### src/include/krv_defines.svh
// Word-only AHB-lite map: region code in haddr[15:12], register word in haddr[3:2]
`ifndef KRV_DEFINES_SVH
`define KRV_DEFINES_SVH

// Bus widths
`define AHB_ADDR_WIDTH 32
`define AHB_DATA_WIDTH 32

// Interrupt sources, one per GPIO pin
`define INT_NUM 8

// Region codes, anything else is unmapped
`define REGION_GPIO  4'h0
`define REGION_TIMER 4'h1
`define REGION_KPLIC 4'h2

// GPIO registers
`define GPIO_OUT_OFS 2'd0
`define GPIO_IN_OFS  2'd1

// Machine timer registers
`define MTIME_LO_OFS    2'd0
`define MTIME_HI_OFS    2'd1
`define MTIMECMP_LO_OFS 2'd2
`define MTIMECMP_HI_OFS 2'd3

// Interrupt controller registers
`define KPLIC_PEND_OFS  2'd0
`define KPLIC_EN_OFS    2'd1
`define KPLIC_CLAIM_OFS 2'd2

`endif

### src/verilog/krv_pkg.sv
// Bus types and decoder phases; widths come from krv_defines.svh, only IDLE and NONSEQ are used
`include "krv_defines.svh"

package krv_pkg;

	// Bus vectors
	typedef logic [`AHB_ADDR_WIDTH-1:0] ahb_addr_t;
	typedef logic [`AHB_DATA_WIDTH-1:0] ahb_data_t;
	typedef logic [1:0] htrans_t;
	typedef logic hresp_t;

	// One bit per interrupt source or GPIO pin
	typedef logic [`INT_NUM-1:0] int_vec_t;

	localparam htrans_t HTRANS_IDLE = 2'b00;
	localparam htrans_t HTRANS_NONSEQ = 2'b10;

	localparam hresp_t HRESP_OKAY = 1'b0;
	localparam hresp_t HRESP_ERROR = 1'b1;

	// Two-cycle error response of the decoder
	typedef enum logic [1:0] {
		DEC_IDLE,
		DEC_ERR1,
		DEC_ERR2
	} dec_phase_t;

endpackage

### src/verilog/ahb_slave_if.sv
// Data-phase AHB-lite bundle from the decoder to one slave; haddr is already registered
interface ahb_slave_if;
	import krv_pkg::*;

	// Select, high for the whole data phase
	logic hsel;

	// Registered address of the transfer
	ahb_addr_t haddr;

	logic hwrite;

	// Write data straight from the master in the data phase
	ahb_data_t hwdata;

	// Read data, muxed by the decoder
	ahb_data_t hrdata;

	modport decoder (
		output hsel,
		output haddr,
		output hwrite,
		output hwdata,
		input  hrdata
	);

	modport slave (
		input  hsel,
		input  haddr,
		input  hwrite,
		input  hwdata,
		output hrdata
	);

endinterface

### src/verilog/ahb_decoder.sv
// Single-master decoder, no wait states from slaves; unmapped regions get a two-cycle ERROR
`include "krv_defines.svh"

module ahb_decoder (
	input  logic               clk_in,
	input  logic               rst_n,
	input  logic               hsel,
	input  krv_pkg::ahb_addr_t haddr,
	input  krv_pkg::htrans_t   htrans,
	input  logic               hwrite,
	input  krv_pkg::ahb_data_t hwdata,
	output krv_pkg::ahb_data_t hrdata,
	output logic               hready,
	output krv_pkg::hresp_t    hresp,
	ahb_slave_if.decoder       s_gpio,
	ahb_slave_if.decoder       s_timer,
	ahb_slave_if.decoder       s_kplic
);
	import krv_pkg::*;

	dec_phase_t phase;
	logic accept;
	logic [3:0] region;
	logic hit_gpio;
	logic hit_timer;
	logic hit_kplic;
	logic unmapped;
	logic sel_gpio_q;
	logic sel_timer_q;
	logic sel_kplic_q;
	logic write_q;
	ahb_addr_t addr_q;

	// Address phase
	assign accept = hsel && (htrans == HTRANS_NONSEQ) && hready;
	assign region = haddr[15:12];
	assign hit_gpio = (region == `REGION_GPIO);
	assign hit_timer = (region == `REGION_TIMER);
	assign hit_kplic = (region == `REGION_KPLIC);
	assign unmapped = !(hit_gpio || hit_timer || hit_kplic);

	always_ff @(posedge clk_in or negedge rst_n) begin
		if (!rst_n) begin
			sel_gpio_q <= 1'b0;
			sel_timer_q <= 1'b0;
			sel_kplic_q <= 1'b0;
			write_q <= 1'b0;
		end else begin
			sel_gpio_q <= accept && hit_gpio;
			sel_timer_q <= accept && hit_timer;
			sel_kplic_q <= accept && hit_kplic;
			write_q <= accept && hwrite;
		end
	end

	always_ff @(posedge clk_in) begin
		if (accept)
			addr_q <= haddr;
	end

	// Error phases, ERR1 stalls the master
	always_ff @(posedge clk_in or negedge rst_n) begin
		if (!rst_n) begin
			phase <= DEC_IDLE;
		end else begin
			case (phase)
				DEC_ERR1: phase <= DEC_ERR2;
				default:  phase <= (accept && unmapped) ? DEC_ERR1 : DEC_IDLE;
			endcase
		end
	end

	assign hready = (phase != DEC_ERR1);
	assign hresp = (phase == DEC_IDLE) ? HRESP_OKAY : HRESP_ERROR;

	// Data phase towards the slaves
	assign s_gpio.hsel = sel_gpio_q;
	assign s_gpio.haddr = addr_q;
	assign s_gpio.hwrite = write_q;
	assign s_gpio.hwdata = hwdata;
	assign s_timer.hsel = sel_timer_q;
	assign s_timer.haddr = addr_q;
	assign s_timer.hwrite = write_q;
	assign s_timer.hwdata = hwdata;
	assign s_kplic.hsel = sel_kplic_q;
	assign s_kplic.haddr = addr_q;
	assign s_kplic.hwrite = write_q;
	assign s_kplic.hwdata = hwdata;

	always_comb begin
		if (sel_gpio_q)
			hrdata = s_gpio.hrdata;
		else if (sel_timer_q)
			hrdata = s_timer.hrdata;
		else if (sel_kplic_q)
			hrdata = s_kplic.hrdata;
		else
			hrdata = '0;
	end

	a_one_slave: assert property (@(posedge clk_in) disable iff (!rst_n)
		$onehot0({sel_gpio_q, sel_timer_q, sel_kplic_q}));

	// Stall lasts one cycle and is followed by the second ERROR cycle
	a_err_stall: assert property (@(posedge clk_in) disable iff (!rst_n)
		!hready |-> (phase == DEC_ERR1) ##1 (hready && hresp == HRESP_ERROR));

endmodule

### src/verilog/core_timer.sv
// 64-bit machine timer counting every clk_in; halves are written separately, no atomic update
`include "krv_defines.svh"

module core_timer (
	input  logic       clk_in,
	input  logic       rst_n,
	ahb_slave_if.slave bus,
	output logic       core_timer_int
);
	import krv_pkg::*;

	logic [63:0] mtime;
	logic [63:0] mtimecmp;
	logic [1:0] ofs;
	logic wr_en;
	logic mtime_wr;
	ahb_data_t rdata;

	assign ofs = bus.haddr[3:2];
	assign wr_en = bus.hsel && bus.hwrite;
	assign mtime_wr = wr_en && (ofs == `MTIME_LO_OFS || ofs == `MTIME_HI_OFS);

	// Free-running counter, a write replaces one half
	always_ff @(posedge clk_in or negedge rst_n) begin
		if (!rst_n) begin
			mtime <= '0;
		end else if (wr_en && ofs == `MTIME_LO_OFS) begin
			mtime <= {mtime[63:32], bus.hwdata};
		end else if (wr_en && ofs == `MTIME_HI_OFS) begin
			mtime <= {bus.hwdata, mtime[31:0]};
		end else begin
			mtime <= mtime + 64'd1;
		end
	end

	// All ones keeps the interrupt off
	always_ff @(posedge clk_in or negedge rst_n) begin
		if (!rst_n) begin
			mtimecmp <= '1;
		end else if (wr_en && ofs == `MTIMECMP_LO_OFS) begin
			mtimecmp <= {mtimecmp[63:32], bus.hwdata};
		end else if (wr_en && ofs == `MTIMECMP_HI_OFS) begin
			mtimecmp <= {bus.hwdata, mtimecmp[31:0]};
		end
	end

	// Level interrupt, one cycle behind the compare
	always_ff @(posedge clk_in or negedge rst_n) begin
		if (!rst_n)
			core_timer_int <= 1'b0;
		else
			core_timer_int <= (mtime >= mtimecmp);
	end

	always_comb begin
		case (ofs)
			`MTIME_LO_OFS:    rdata = mtime[31:0];
			`MTIME_HI_OFS:    rdata = mtime[63:32];
			`MTIMECMP_LO_OFS: rdata = mtimecmp[31:0];
			default:          rdata = mtimecmp[63:32];
		endcase
	end

	assign bus.hrdata = rdata;

	a_mtime_step: assert property (@(posedge clk_in) disable iff (!rst_n)
		!mtime_wr |=> mtime == $past(mtime) + 64'd1);

endmodule

### src/verilog/kplic.sv
// Edge-fed interrupt controller without priorities or thresholds; the lowest source id wins
`include "krv_defines.svh"

module kplic (
	input  logic              clk_in,
	input  logic              rst_n,
	ahb_slave_if.slave        bus,
	input  krv_pkg::int_vec_t external_int,
	output logic              kplic_int
);
	import krv_pkg::*;

	int_vec_t pending;
	int_vec_t enable;
	int_vec_t pend_nxt;
	int_vec_t en_nxt;
	int_vec_t claim_mask;
	ahb_data_t claim_id;
	ahb_data_t rdata;
	logic [1:0] ofs;
	logic wr_en;
	logic claim_rd;

	assign ofs = bus.haddr[3:2];
	assign wr_en = bus.hsel && bus.hwrite;
	assign claim_rd = bus.hsel && !bus.hwrite && (ofs == `KPLIC_CLAIM_OFS);

	// Scan downwards so the lowest enabled pending source is left
	always_comb begin
		claim_mask = '0;
		claim_id = '0;
		for (int i = `INT_NUM - 1; i >= 0; i--) begin
			if (pending[i] && enable[i]) begin
				claim_mask = '0;
				claim_mask[i] = 1'b1;
				claim_id = ahb_data_t'(i + 1);
			end
		end
	end

	always_comb begin
		pend_nxt = pending;
		en_nxt = enable;
		// Write 1 to clear
		if (wr_en && ofs == `KPLIC_PEND_OFS)
			pend_nxt = pend_nxt & ~int_vec_t'(bus.hwdata);
		if (wr_en && ofs == `KPLIC_EN_OFS)
			en_nxt = int_vec_t'(bus.hwdata);
		if (claim_rd)
			pend_nxt = pend_nxt & ~claim_mask;
		// A new edge beats a clear in the same cycle
		pend_nxt = pend_nxt | external_int;
	end

	always_ff @(posedge clk_in or negedge rst_n) begin
		if (!rst_n) begin
			pending <= '0;
			enable <= '0;
			kplic_int <= 1'b0;
		end else begin
			pending <= pend_nxt;
			enable <= en_nxt;
			kplic_int <= |(pend_nxt & en_nxt);
		end
	end

	always_comb begin
		case (ofs)
			`KPLIC_PEND_OFS:  rdata = ahb_data_t'(pending);
			`KPLIC_EN_OFS:    rdata = ahb_data_t'(enable);
			`KPLIC_CLAIM_OFS: rdata = claim_id;
			default:          rdata = '0;
		endcase
	end

	assign bus.hrdata = rdata;

	a_int_source: assert property (@(posedge clk_in) disable iff (!rst_n)
		kplic_int |-> |(pending & enable));

endmodule

### src/verilog/gpio.sv
// GPIO with asynchronous inputs; edge pulses come 3 clocks after a gpio_in rise
`include "krv_defines.svh"

module gpio (
	input  logic              clk_in,
	input  logic              rst_n,
	ahb_slave_if.slave        bus,
	input  krv_pkg::int_vec_t gpio_in,
	output krv_pkg::int_vec_t gpio_out,
	output krv_pkg::int_vec_t edge_int
);
	import krv_pkg::*;

	int_vec_t sync1;
	int_vec_t sync2;
	int_vec_t sync_prev;
	logic [1:0] ofs;

	assign ofs = bus.haddr[3:2];

	// Output register
	always_ff @(posedge clk_in or negedge rst_n) begin
		if (!rst_n)
			gpio_out <= '0;
		else if (bus.hsel && bus.hwrite && ofs == `GPIO_OUT_OFS)
			gpio_out <= int_vec_t'(bus.hwdata);
	end

	// Two-stage synchronizer, then edge detect
	always_ff @(posedge clk_in or negedge rst_n) begin
		if (!rst_n) begin
			sync1 <= '0;
			sync2 <= '0;
			sync_prev <= '0;
			edge_int <= '0;
		end else begin
			sync1 <= gpio_in;
			sync2 <= sync1;
			sync_prev <= sync2;
			edge_int <= sync2 & ~sync_prev;
		end
	end

	always_comb begin
		case (ofs)
			`GPIO_OUT_OFS: bus.hrdata = ahb_data_t'(gpio_out);
			`GPIO_IN_OFS:  bus.hrdata = ahb_data_t'(sync2);
			default:       bus.hrdata = '0;
		endcase
	end

endmodule

### src/verilog/krv_periph.sv
// Peripheral subsystem top for one external AHB-lite master; word accesses only, one clock
module krv_periph (
	input  logic               clk_in,
	input  logic               rst_n,

	// AHB-lite slave port
	input  logic               hsel,
	input  krv_pkg::ahb_addr_t haddr,
	input  krv_pkg::htrans_t   htrans,
	input  logic               hwrite,
	input  krv_pkg::ahb_data_t hwdata,
	output krv_pkg::ahb_data_t hrdata,
	output logic               hready,
	output krv_pkg::hresp_t    hresp,

	// Pins and interrupts
	input  krv_pkg::int_vec_t  gpio_in,
	output krv_pkg::int_vec_t  gpio_out,
	output logic               kplic_int,
	output logic               core_timer_int
);
	import krv_pkg::*;

	// GPIO edges into the interrupt controller
	int_vec_t gpio_edge;

	ahb_slave_if s_gpio ();
	ahb_slave_if s_timer ();
	ahb_slave_if s_kplic ();

	ahb_decoder u_ahb_decoder (
		.clk_in  (clk_in),
		.rst_n   (rst_n),
		.hsel    (hsel),
		.haddr   (haddr),
		.htrans  (htrans),
		.hwrite  (hwrite),
		.hwdata  (hwdata),
		.hrdata  (hrdata),
		.hready  (hready),
		.hresp   (hresp),
		.s_gpio  (s_gpio),
		.s_timer (s_timer),
		.s_kplic (s_kplic)
	);

	core_timer u_core_timer (
		.clk_in         (clk_in),
		.rst_n          (rst_n),
		.bus            (s_timer),
		.core_timer_int (core_timer_int)
	);

	gpio u_gpio (
		.clk_in   (clk_in),
		.rst_n    (rst_n),
		.bus      (s_gpio),
		.gpio_in  (gpio_in),
		.gpio_out (gpio_out),
		.edge_int (gpio_edge)
	);

	kplic u_kplic (
		.clk_in       (clk_in),
		.rst_n        (rst_n),
		.bus          (s_kplic),
		.external_int (gpio_edge),
		.kplic_int    (kplic_int)
	);

endmodule

### config.mk
export PLATFORM = sky130hd
export DESIGN_NAME = krv_periph
export DESIGN_NICKNAME = d
export VERILOG_FILES = /design/src/verilog/krv_pkg.sv /design/src/verilog/ahb_slave_if.sv /design/src/verilog/ahb_decoder.sv /design/src/verilog/core_timer.sv /design/src/verilog/kplic.sv /design/src/verilog/gpio.sv /design/src/verilog/krv_periph.sv
export VERILOG_INCLUDE_DIRS = /design/src /design/src/include
export SDC_FILE = /design/constraint.sdc
export NUM_CORES = 1
export LEC_CHECK = 0
export ABC_CLOCK_PERIOD_IN_PS = 3960
export BUFFER_PORTS_ARGS = -buffer_cell sky130_fd_sc_hd__buf_4
export CORE_ASPECT_RATIO = 1.2
export CORE_UTILIZATION = 30
export DETAILED_ROUTE_END_ITERATION = 10
export GPL_TIMING_DRIVEN = 0
export SYNTH_ARGS = -nofsm -noshare
export SYNTH_HDL_FRONTEND = slang
export SYNTH_SLANG_ARGS = --single-unit
### constraint.sdc
create_clock -name clk_in -period 3.96 [get_ports clk_in]
set_input_delay 0.396 -clock clk_in [delete_from_list [all_inputs] [get_ports clk_in]]
set_output_delay 0.396 -clock clk_in [all_outputs]
set_load 0.1 [all_outputs]
==> results of run 1 <==
[worst max-delay path, delay by kind of cell, from the launching register on]
kind            cells  cell delay (ps)
buf+inv             4             1790
flops               1              370
compound gates      1              320
mux                 1              210
[registers in the layout, summed over array words and instances, names as in the netlist, 2 cells and up]
| register | flops |
|---|---|
| u_ahb_decoder.s_gpio.haddr | 2 |
| u_gpio.sync_prev | 8 |
| u_ahb_decoder.phase | 2 |
| u_core_timer.mtime | 64 |
| u_core_timer.mtimecmp | 64 |
| u_kplic.enable | 8 |
| u_kplic.pending | 8 |
| u_gpio.edge_int | 8 |
| u_gpio.sync2 | 8 |
| u_gpio.gpio_out | 8 |
| u_gpio.sync1 | 8 |
[cell type report]
| cell class | instances | share of cell area |
|---|---|---|
| Tap cell | 526 | 0.0479 |
| Clock buffer | 24 | 0.0336 |
| Sequential cell | 194 | 0.360 |
| Buffer | 59 | 0.0176 |
| Clock inverter | 8 | 0.00602 |
| Multi-Input combinational cell | 802 | 0.457 |
| Timing Repair Buffer | 98 | 0.0572 |
| Inverter | 76 | 0.0208 |
[path summary, 6_finish.rpt]
| path | startpoint | end | slack [ps] | cells after the start |
|---|---|---|---|---|
| min | gpio_in[6] | u_gpio.sync1[6] | 40 | 1 |
| min reg2reg | u_gpio.sync1[0] | u_gpio.sync2[0] | 350 | 0 |
| min in group asynchronous | rst_n | u_gpio.sync1[1] | 300 | 2 |
| max | u_ahb_decoder.s_gpio.haddr[2] | hrdata[1] | 400 | 6 |
| max reg2reg | u_ahb_decoder.s_gpio.haddr[2] | u_core_timer.mtime[37] | 990 | 9 |
| max in group asynchronous | rst_n | u_core_timer.mtimecmp[16] | 2500 | 4 |
[repair_timing]
action,4_1_cts,5_1_grt
hold endpoints to repair,2,0
buffers inserted,0,0
hold buffers,1,0
[per-stage QoR]
step	utilization	cells	setup slack (ps)	hold WS, ps
4_1_cts	0.355	1787	384	33.2
2_1_floorplan	-	1131	520	100
6_report	0.355	1787	404	42.5
5_1_grt	0.355	1787	255	25.1
3_5_place_dp	0.341	1754	868	178
3_3_place_gp	0.339	1752	915	333
[synth_stat cells (4+ instances only)]
| master | instances | area share |
|---|---|---|
| o22a_1 | 4 | 0.0030 |
| dfrtp_1 | 128 | 0.27 |
| o311ai_0 | 9 | 0.0067 |
| clkbuf_1 | 43 | 0.014 |
| o211ai_1 | 16 | 0.010 |
| and3_1 | 16 | 0.0085 |
| nand3_1 | 60 | 0.026 |
| a21oi_1 | 76 | 0.032 |
| a21o_1 | 7 | 0.0045 |
| nor2b_1 | 35 | 0.019 |
| mux4_2 | 30 | 0.058 |
| nor2_1 | 45 | 0.014 |
| o21a_1 | 4 | 0.0026 |
| or4_1 | 6 | 0.0038 |
| nand4_1 | 35 | 0.019 |
| a211oi_1 | 6 | 0.0038 |
| and2_1 | 10 | 0.0053 |
| o21ai_0 | 49 | 0.021 |
| a22oi_1 | 28 | 0.018 |
| o22ai_1 | 24 | 0.013 |
| and4_1 | 7 | 0.0052 |
| a31o_2 | 6 | 0.0045 |
| a31oi_1 | 9 | 0.0048 |
| mux2i_1 | 9 | 0.0077 |
| a2bb2oi_1 | 5 | 0.0037 |
| inv_1 | 76 | 0.024 |
| or3_1 | 4 | 0.0021 |
| dfstp_2 | 64 | 0.14 |
| nor3_1 | 11 | 0.0047 |
| mux2_2 | 86 | 0.083 |
| nand2b_1 | 6 | 0.0032 |
| buf_1 | 9 | 0.0029 |
| ha_1 | 65 | 0.069 |
| nand2_1 | 68 | 0.022 |
[layer usage]
layer,GRT usage,vias to the layer above,part of all wire
li1,-,4489,-
met1,0.241,4959,0.41
met2,0.333,383,0.49
met4,0.0933,0,0.038
met5,0,-,0
met3,0.0320,94,0.063
[power breakdown]
part | internal (mW) | switching, mW
Combinational | 0.310 | 0.393
Clock | 0.885 | 0.801
Sequential | 2.12 | 0.126
[cell families after synthesis]
| kind of cell | Yosys count |
|---|---|
| AND/OR/NAND/NOR | 332 |
| AO/OA/AOI/OAI | 278 |
| flip-flops | 194 |
| buffers and inverters | 135 |
| multiplexers | 127 |
| adder cells (fa/ha/maj) | 65 |
==> reports/summary.txt, run 1 <==
Slowest cell on crit path - clkbuf_1
maximum clock path buffer count - 2
skew final - 10.2 ps
initial antenna violation count - 0
class of the worst hold path - in2reg
status - finished, final reports clean
share of cells above drive strength 1 - 0.270
area added between synthesis and finish - 16.9%
Setup crit start kind - flop
Post-Syn Instances - 1131
number of detailed-route iterations in the first pass - 5
Synth Area in XOR/XNOR - 0
drt initial violations - 820
wire length per cell - 21.2 um
ys flop type - dfrtp_1
Finished Cell Area - 13700 um2
Final Setup Violations - 0
relative slew slack - 0.281
die width - 183 um
Crit Path Category - reg2out
largest family of logic cells by synthesized area - simple AND/OR/NAND/NOR gates
CORE AREA - 38600 um2
Initial Util - 0.304
complex-gate fraction of the synthesized area - 0.155
total grt overflow - 0
Fmax - 0.281 GHz
I/O pins - 122
slowest stage delay, CP - 610 ps
root buffer cell - clkbuf_16
Die Height - 219 um
syn_nets - 1274
Worst-Skew Late Latency - 460 ps
Crit Path Max Fanout - 10
Total Power - 4.64 mW
number of failing hold endpoints at the final stage - 0
largest net degree at the start of global routing - 122
Worst VDD drop - 0.307 mV
Final TNS setup - 0 ps
post-route minimum period - 3560 ps
# diodes - 0
routed via count - 9925
Post-DRT Antenna Nets - 0
Vias per Instance - 5.55
GRT Util Overall - 0.196
CTS Sinks - 194
H-tree depth - 4
CTS tree - done
flops & latches, synth - 194
Cell variety after synth - 78
Post-Synth Simple-Gate Area - 0.157
Pins Over Slew Limit - 0
die footprint - 39900 um2
HPWL after DPL - 28.2 mm
Post-CTS Resized - 0
EDFF count, synth - 2
Avg Cell Area, Syn - 10.4 um2
P_leak - 5.70 nW
commonest non-fill, non-tap cell in the layout - dfrtp_1
Reg area - 4940 um2
gpl congestion - 0.938
mapped cell area - 11700 um2
first-pass GRT wire length - 59.1 mm
Final period util - 0.898
Crit path required time - 3560 ps
most frequent CP cell - clkbuf_1
RSZ-0062 raised after global routing - false
number of port buffers - 95
placed cell areas - 13200 um2
Post-layout nets - 1391
Ys Warns - 0
Power Density - 338 nW/um2
sequential area share after synthesis - 0.421
adder-cell share of the synthesized area - 0.0693
most frequent cells in the layout - dfrtp_1, buf_4, mux2_2, inv_1, a21oi_1
# DRC - 0
Routed WL - 37.8 mm
Least-Margin Pin Slew - 1080 ps
Multi-input gate area - 6270 um2
mux share of post-synthesis cell area - 0.152
row cnt - 79
Fillers - 3922
Async S/R FF share, synth - 0.990
clock slew seen by the registers of the worst setup and hold paths - 70 ps
Crit. End Element - output pin
CP Data Arrival Time - 3160 ps
vias in the first global route - 10100
cell breakdown of the critical path - buf_2 > clkbuf_1 > clkbuf_1 > mux2i_1 > o221ai_1 > buf_4
Max-cap violations - 0
CTS buffer count - 17
Note: power is estimated with default switching activity, not from simulation.
==> run 2: changes to the inputs <==
--- a/config.mk
+++ b/config.mk
@@ -8,10 +8,11 @@
 export LEC_CHECK = 0
 export ABC_CLOCK_PERIOD_IN_PS = 3960
 export BUFFER_PORTS_ARGS = -buffer_cell sky130_fd_sc_hd__buf_4
-export CORE_ASPECT_RATIO = 1.2
 export CORE_UTILIZATION = 30
 export DETAILED_ROUTE_END_ITERATION = 10
 export GPL_TIMING_DRIVEN = 0
+export HOLD_SLACK_MARGIN = 0.12
+export SLEW_MARGIN = 10
 export SYNTH_ARGS = -nofsm -noshare
 export SYNTH_HDL_FRONTEND = slang
 export SYNTH_SLANG_ARGS = --single-unit
==> run 2 against run 1 <==
Clock-buffer cell count down 7. First-iteration DRC count is 12% higher. Largest power group unchanged. Power is 4.0% higher. Die area about the same. Hold slack better by 110 ps. Design area up 1.1%. Clock skew increased by 7.1 ps. Clock power increased by 10%. Critical path depth grew 1. Flip-flop and latch count unchanged.
==> reports/summary.txt, run 2 (synthesis results as in run 1) <==
row cnt - 72
Regs by FF count - u_core_timer.mtime: 64 flops, u_core_timer.mtimecmp: 64 flops
number of detailed-route iterations in the first pass - 6
maximum clock path buffer count - 2
CTS buffer count - 17
status - finished, final reports clean
commonest non-fill, non-tap cell in the layout - dfrtp_1
Crit Path Max Fanout - 10
first-pass GRT wire length - 58.0 mm
Least-Margin Pin Slew - 1030 ps
drt initial violations - 920
Setup Fix Bufs, Post-CTS - 0
Die Height - 200 um
wire length per cell - 21.2 um
Pins Over Slew Limit - 0
Fillers - 3820
Crit Path Category - reg2out
I/O pins - 122
die width - 200 um
placed cell areas - 13100 um2
Power Density - 347 nW/um2
Final Setup Violations - 0
Final TNS setup - 0 ps
DP Cell Count - 1745
skew final - 17.3 ps
# diodes - 0
share of cells above drive strength 1 - 0.271
Crit. End Element - output pin
P_leak - 5.79 nW
clock slew seen by the registers of the worst setup and hold paths - 70 ps
most frequent cells in the layout - dfrtp_1, buf_4, mux2_2, inv_1, a21oi_1
# DRC - 0
RSZ-0062 raised after global routing - false
HPWL after DPL - 28.0 mm
Max-cap violations - 0
initial antenna violation count - 0
CTS Sinks - 194
total grt overflow - 0
number of failing hold endpoints at the final stage - 0
number of port buffers - 95
CTS tree - done
CP Data Arrival Time - 3180 ps
Fmax - 0.280 GHz
Crit path required time - 3560 ps
die footprint - 39900 um2
H-tree depth - 4
Finished Cell Area - 13900 um2
post-route minimum period - 3570 ps
Routed WL - 37.9 mm
largest net degree at the start of global routing - 110
GRT Util Overall - 0.195
class of the worst hold path - in2reg
Initial Util - 0.304
area added between synthesis and finish - 18.3%
Reg area - 4940 um2
Post-layout nets - 1402
Final period util - 0.902
Post-Layout Cell Count - 1790
root buffer cell - clkbuf_16
routed via count - 9919
Vias per Instance - 5.54
Post-DRT Antenna Nets - 0
Worst VDD drop - 0.268 mV
gpl congestion - 0.922
Multi-input gate area - 6270 um2
Setup crit start kind - flop
Worst-Skew Late Latency - 470 ps
CORE AREA - 38600 um2
relative slew slack - 0.315
vias in the first global route - 9751
==> run 2: changes by cell type in the layout (fill, tap and decap cells not counted) <==
cell / previous run / this run
buf_16: 2 / 1
bufinv_16: 1 / 2
clkbuf_1: 49 / 43
clkbuf_8: 1 / 0
clkinv_4: 2 / 3
clkinv_8: 0 / 2
clkinvlp_4: 4 / 1
dlygate4sd3_1: 1 / 13
inv_6: 0 / 2
inv_8: 0 / 4
==> run 2: worst max-delay path: stages (launching register included) <==
cell and delay [ps]:
edfxtp_1 380, buf_2 290, clkbuf_1 570, clkbuf_1 580, a21oi_1 180, a22oi_1 310
o22ai_1 130, buf_4 260
==> run 2: per-stage QoR <==
stage	worst slack, ps	utilization	power [mW]	hold WS, ps
6_report	388	0.359	4.82	148
5_1_grt	156	0.359	5.03	158
4_1_cts	354	0.359	4.86	135
3_5_place_dp	859	0.340	2.98	336
3_3_place_gp	825	0.339	2.95	331
2_1_floorplan	520	-	2.70	100
==> run 2: worst paths after layout <==
path	start	to	slack, ps	cells past startpoint
worst max-delay path	u_ahb_decoder.s_gpio.haddr[2]	hrdata[2]	390	7
worst min-delay path	hwrite	u_ahb_decoder.s_gpio.hwrite	150	2
worst max register to register	u_ahb_decoder.s_gpio.haddr[2]	u_core_timer.mtime[44]	840	8
worst min register to register	u_gpio.sync1[2]	u_gpio.sync2[2]	350	0
max in group asynchronous	rst_n	u_core_timer.mtimecmp[17]	2420	3
min in group asynchronous	rst_n	u_gpio.sync1[0]	550	2
==> run 2: area by class of cell <==
type | count | share of cell area
multi-input cells | 802 | 0.451
flip-flops and latches | 194 | 0.356
repair buffers | 109 | 0.0633
well taps | 518 | 0.0467
clock buffers | 17 | 0.0306
inverters | 76 | 0.0205
plain buffers | 59 | 0.0174
clock inverters | 15 | 0.0140
==> run 2: routing by layer <==
layer  global-route usage  up-vias  wire length (um)
met2                0.316      414             17900
met4               0.0761        0              1060
met5                    0        -                 0
met3               0.0299       75              2450
li1                     -     4533                 -
met1                0.260     4897             16500
==> run 2: repair_timing <==
action,in CTS,in global routing
endpoints found under the setup margin,0,0
hold endpoints to repair,91,0
hold buffers,13,0
resized for setup,0,0
==> run 2: where the power goes <==
group | switching, mW | leakage [nW] | total (mW) | internal, mW
clock network | 0.898 | 0.301 | 1.86 | 0.963
logic | 0.400 | 3.36 | 0.717 | 0.317
registers | 0.124 | 2.12 | 2.24 | 2.12
==> run 3: changes to the inputs <==
--- a/config.mk
+++ b/config.mk
@@ -8,6 +8,7 @@
 export LEC_CHECK = 0
 export ABC_CLOCK_PERIOD_IN_PS = 3960
 export BUFFER_PORTS_ARGS = -buffer_cell sky130_fd_sc_hd__buf_4
+export CORE_MARGIN = 2
 export CORE_UTILIZATION = 30
 export DETAILED_ROUTE_END_ITERATION = 10
 export GPL_TIMING_DRIVEN = 0
@@ -15,4 +16,5 @@
 export SLEW_MARGIN = 10
 export SYNTH_ARGS = -nofsm -noshare
 export SYNTH_HDL_FRONTEND = slang
+export SYNTH_HIERARCHICAL = 1
 export SYNTH_SLANG_ARGS = --single-unit
==> run 3 against run 2 <==
Flip-flop and latch count is the same. Hold slack gained 17 ps. Clock-buffer cell count grew 1. Final cell count grew 15%. Non-clock buffer count grew 71. Design area grew 10%.
==> reports/summary.txt, run 3 <==
Worst-Skew Late Latency - 460 ps
Post-layout nets - 1611
gpl congestion - 0.926
Regs by FF count - u_core_timer/mtime: 64 flops, u_core_timer/mtimecmp: 64 flops
internal power - 3.42 mW
met1 usage - 0.240
number of port buffers - 63
P_sw - 1.34 mW
met3 GRT Util - 0.0431
Crit Path Max Fanout - 14
Final TNS setup - 0 ps
# DRC - 0
most frequent cells in the layout - buf_4, dfrtp_1, a21oi_1, nand2_1, nor2_1
I/O pins - 122
met2 Usage GRT - 0.309
die width - 213 um
switching share of power - 0.282
Hold Crit Depth - 2
die footprint - 45500 um2
largest net degree at the start of global routing - 99
area added between synthesis and finish - 16.4%
class of the worst hold path - in2reg
first-pass GRT wire length - 63.7 mm
Avg Cell Area, Syn - 9.89 um2
Routed WL - 41.9 mm
Crit Path Category - reg2out
post-place setup slack - -556 ps
total grt overflow - 0
number of detailed-route iterations in the first pass - 5
Seq pwr share - 0.476
Max-cap violations - 0
worst r2r path cells - 7
CP Data Arrival Time - 3280 ps
HPWL after DPL - 31.5 mm
vias in the first global route - 10600
routed via count - 10900
# diodes - 0
final worst setup slack - 284 ps
share of cells above drive strength 1 - 0.300
maximum clock path buffer count - 2
Comb pwr share - 0.151
status - finished, final reports clean
post-route minimum period - 3680 ps
root buffer cell - clkbuf_16
CTS Sinks - 194
CTS tree - done
Final Setup Violations - 0
Power Density - 311 nW/um2
GRT Util Overall - 0.189
wire length per cell - 20.3 um
row cnt - 76
Multi-input gate area - 6920 um2
RSZ-0062 raised after global routing - false
Fillers - 4397
Die Height - 213 um
commonest non-fill, non-tap cell in the layout - buf_4
Ys Warns - 6
CORE AREA - 43200 um2
Crit path required time - 3560 ps
drt initial violations - 953
skew final - 15.8 ps
Pins Over Slew Limit - 0
Worst VDD drop - 0.308 mV
busiest grt layer - met2
mapped cell area - 13100 um2
Initial Util - 0.304
H-tree depth - 4
Post-DRT Antenna Nets - 0
Post-Syn Instances - 1328
clock network power share - 0.372
Vias per Instance - 5.26
Fmax - 0.272 GHz
Final period util - 0.928
Crit. End Element - output pin
Setup crit start kind - flop
Total Power - 4.76 mW
initial antenna violation count - 1
Reg area - 4940 um2
clock slew seen by the registers of the worst setup and hold paths - 70 ps
Least-Margin Pin Slew - 1160 ps
P_leak - 6.68 nW
number of failing hold endpoints at the final stage - 0
relative slew slack - 0.223
CTS buffer count - 17
==> run 3: cell count changes in the layout (fill, tap and decap cells not counted), sizes merged, moves of 10 or more <==
| cell | change |
|---|---|
| a21oi | +48 |
| a22oi | -24 |
| a311oi | +13 |
| buf | +82 |
| clkbuf | -11 |
| conb | +48 |
| mux2i | +13 |
| nand2 | +21 |
| nand3 | -32 |
| nand3b | +33 |
| nor2 | +41 |
| nor2b | +12 |
| nor3 | +10 |
| o22ai | -16 |
==> run 3: timing repair <==
action                                  4_1_cts  5_1_grt
endpoints found under the hold margin        74        0
buffers inserted                              0        0
hold buffers                                 12        0
endpoints found under the setup margin       32        0
gates resized for setup                       6        0
==> run 3: cell type report <==
cell class | instances | area share
multi-input cells | 939 | 0.453
flip-flops and latches | 194 | 0.323
plain buffers | 162 | 0.0760
well taps | 585 | 0.0479
repair buffers | 77 | 0.0421
clock buffers | 18 | 0.0287
inverters | 77 | 0.0189
clock inverters | 14 | 0.0101
==> run 3: power groups by stage <==
stage | clock, mW | sequential [mW] | combinational, mW
3_3_place_gp | 0 | 2.29 | 0.679
6_report | 1.77 | 2.27 | 0.721
5_1_grt | 1.88 | 2.29 | 0.803
2_1_floorplan | 0 | 2.26 | 0.502
4_1_cts | 1.81 | 2.26 | 0.717
3_5_place_dp | 0 | 2.30 | 0.705
==> run 3: final timing paths <==
kind | slack, ps | end | startpoint
setup / recovery | 280 | hrdata[25] | u_ahb_decoder/s_gpio.haddr[2]
hold / removal | 160 | u_gpio/gpio_out[0] | hwdata[0]
setup reg to reg | 900 | u_core_timer/mtime[32] | u_core_timer/mtime[1]
hold reg to reg | 350 | u_gpio/sync2[7] | u_gpio/sync1[7]
max in group asynchronous | 2410 | u_core_timer/mtimecmp[23] | rst_n
min in group asynchronous | 550 | u_ahb_decoder/phase[0] | rst_n
==> run 3: per-layer routing <==
layer	wire length (um)	vias up	share of wire
met4	1420	2	0.034
met5	13	-	0.00031
li1	-	4979	-
met1	17500	5385	0.42
met3	3140	84	0.075
met2	19900	417	0.47
==> run 3: metrics by stage <==
| step | instance area (um2) | hold WS, ps | utilization | cells |
|---|---|---|---|---|
| global route | 15300 | 157 | 0.354 | 2066 |
| global placement | 14500 | 334 | 0.336 | 2022 |
| detailed placement | 14600 | 336 | 0.337 | 2024 |
| floorplan | 13300 | 100 | - | 1374 |
| finish | 15300 | 165 | 0.354 | 2066 |
| CTS | 15300 | 143 | 0.354 | 2066 |
==> run 3: worst max-delay path: stages, from the launching register on <==
cell	delay (ps)
edfxtp_1	440
buf_4	340
clkbuf_1	900
mux4_2	610
a21oi_1	200
a21oi_1	90
buf_4	230
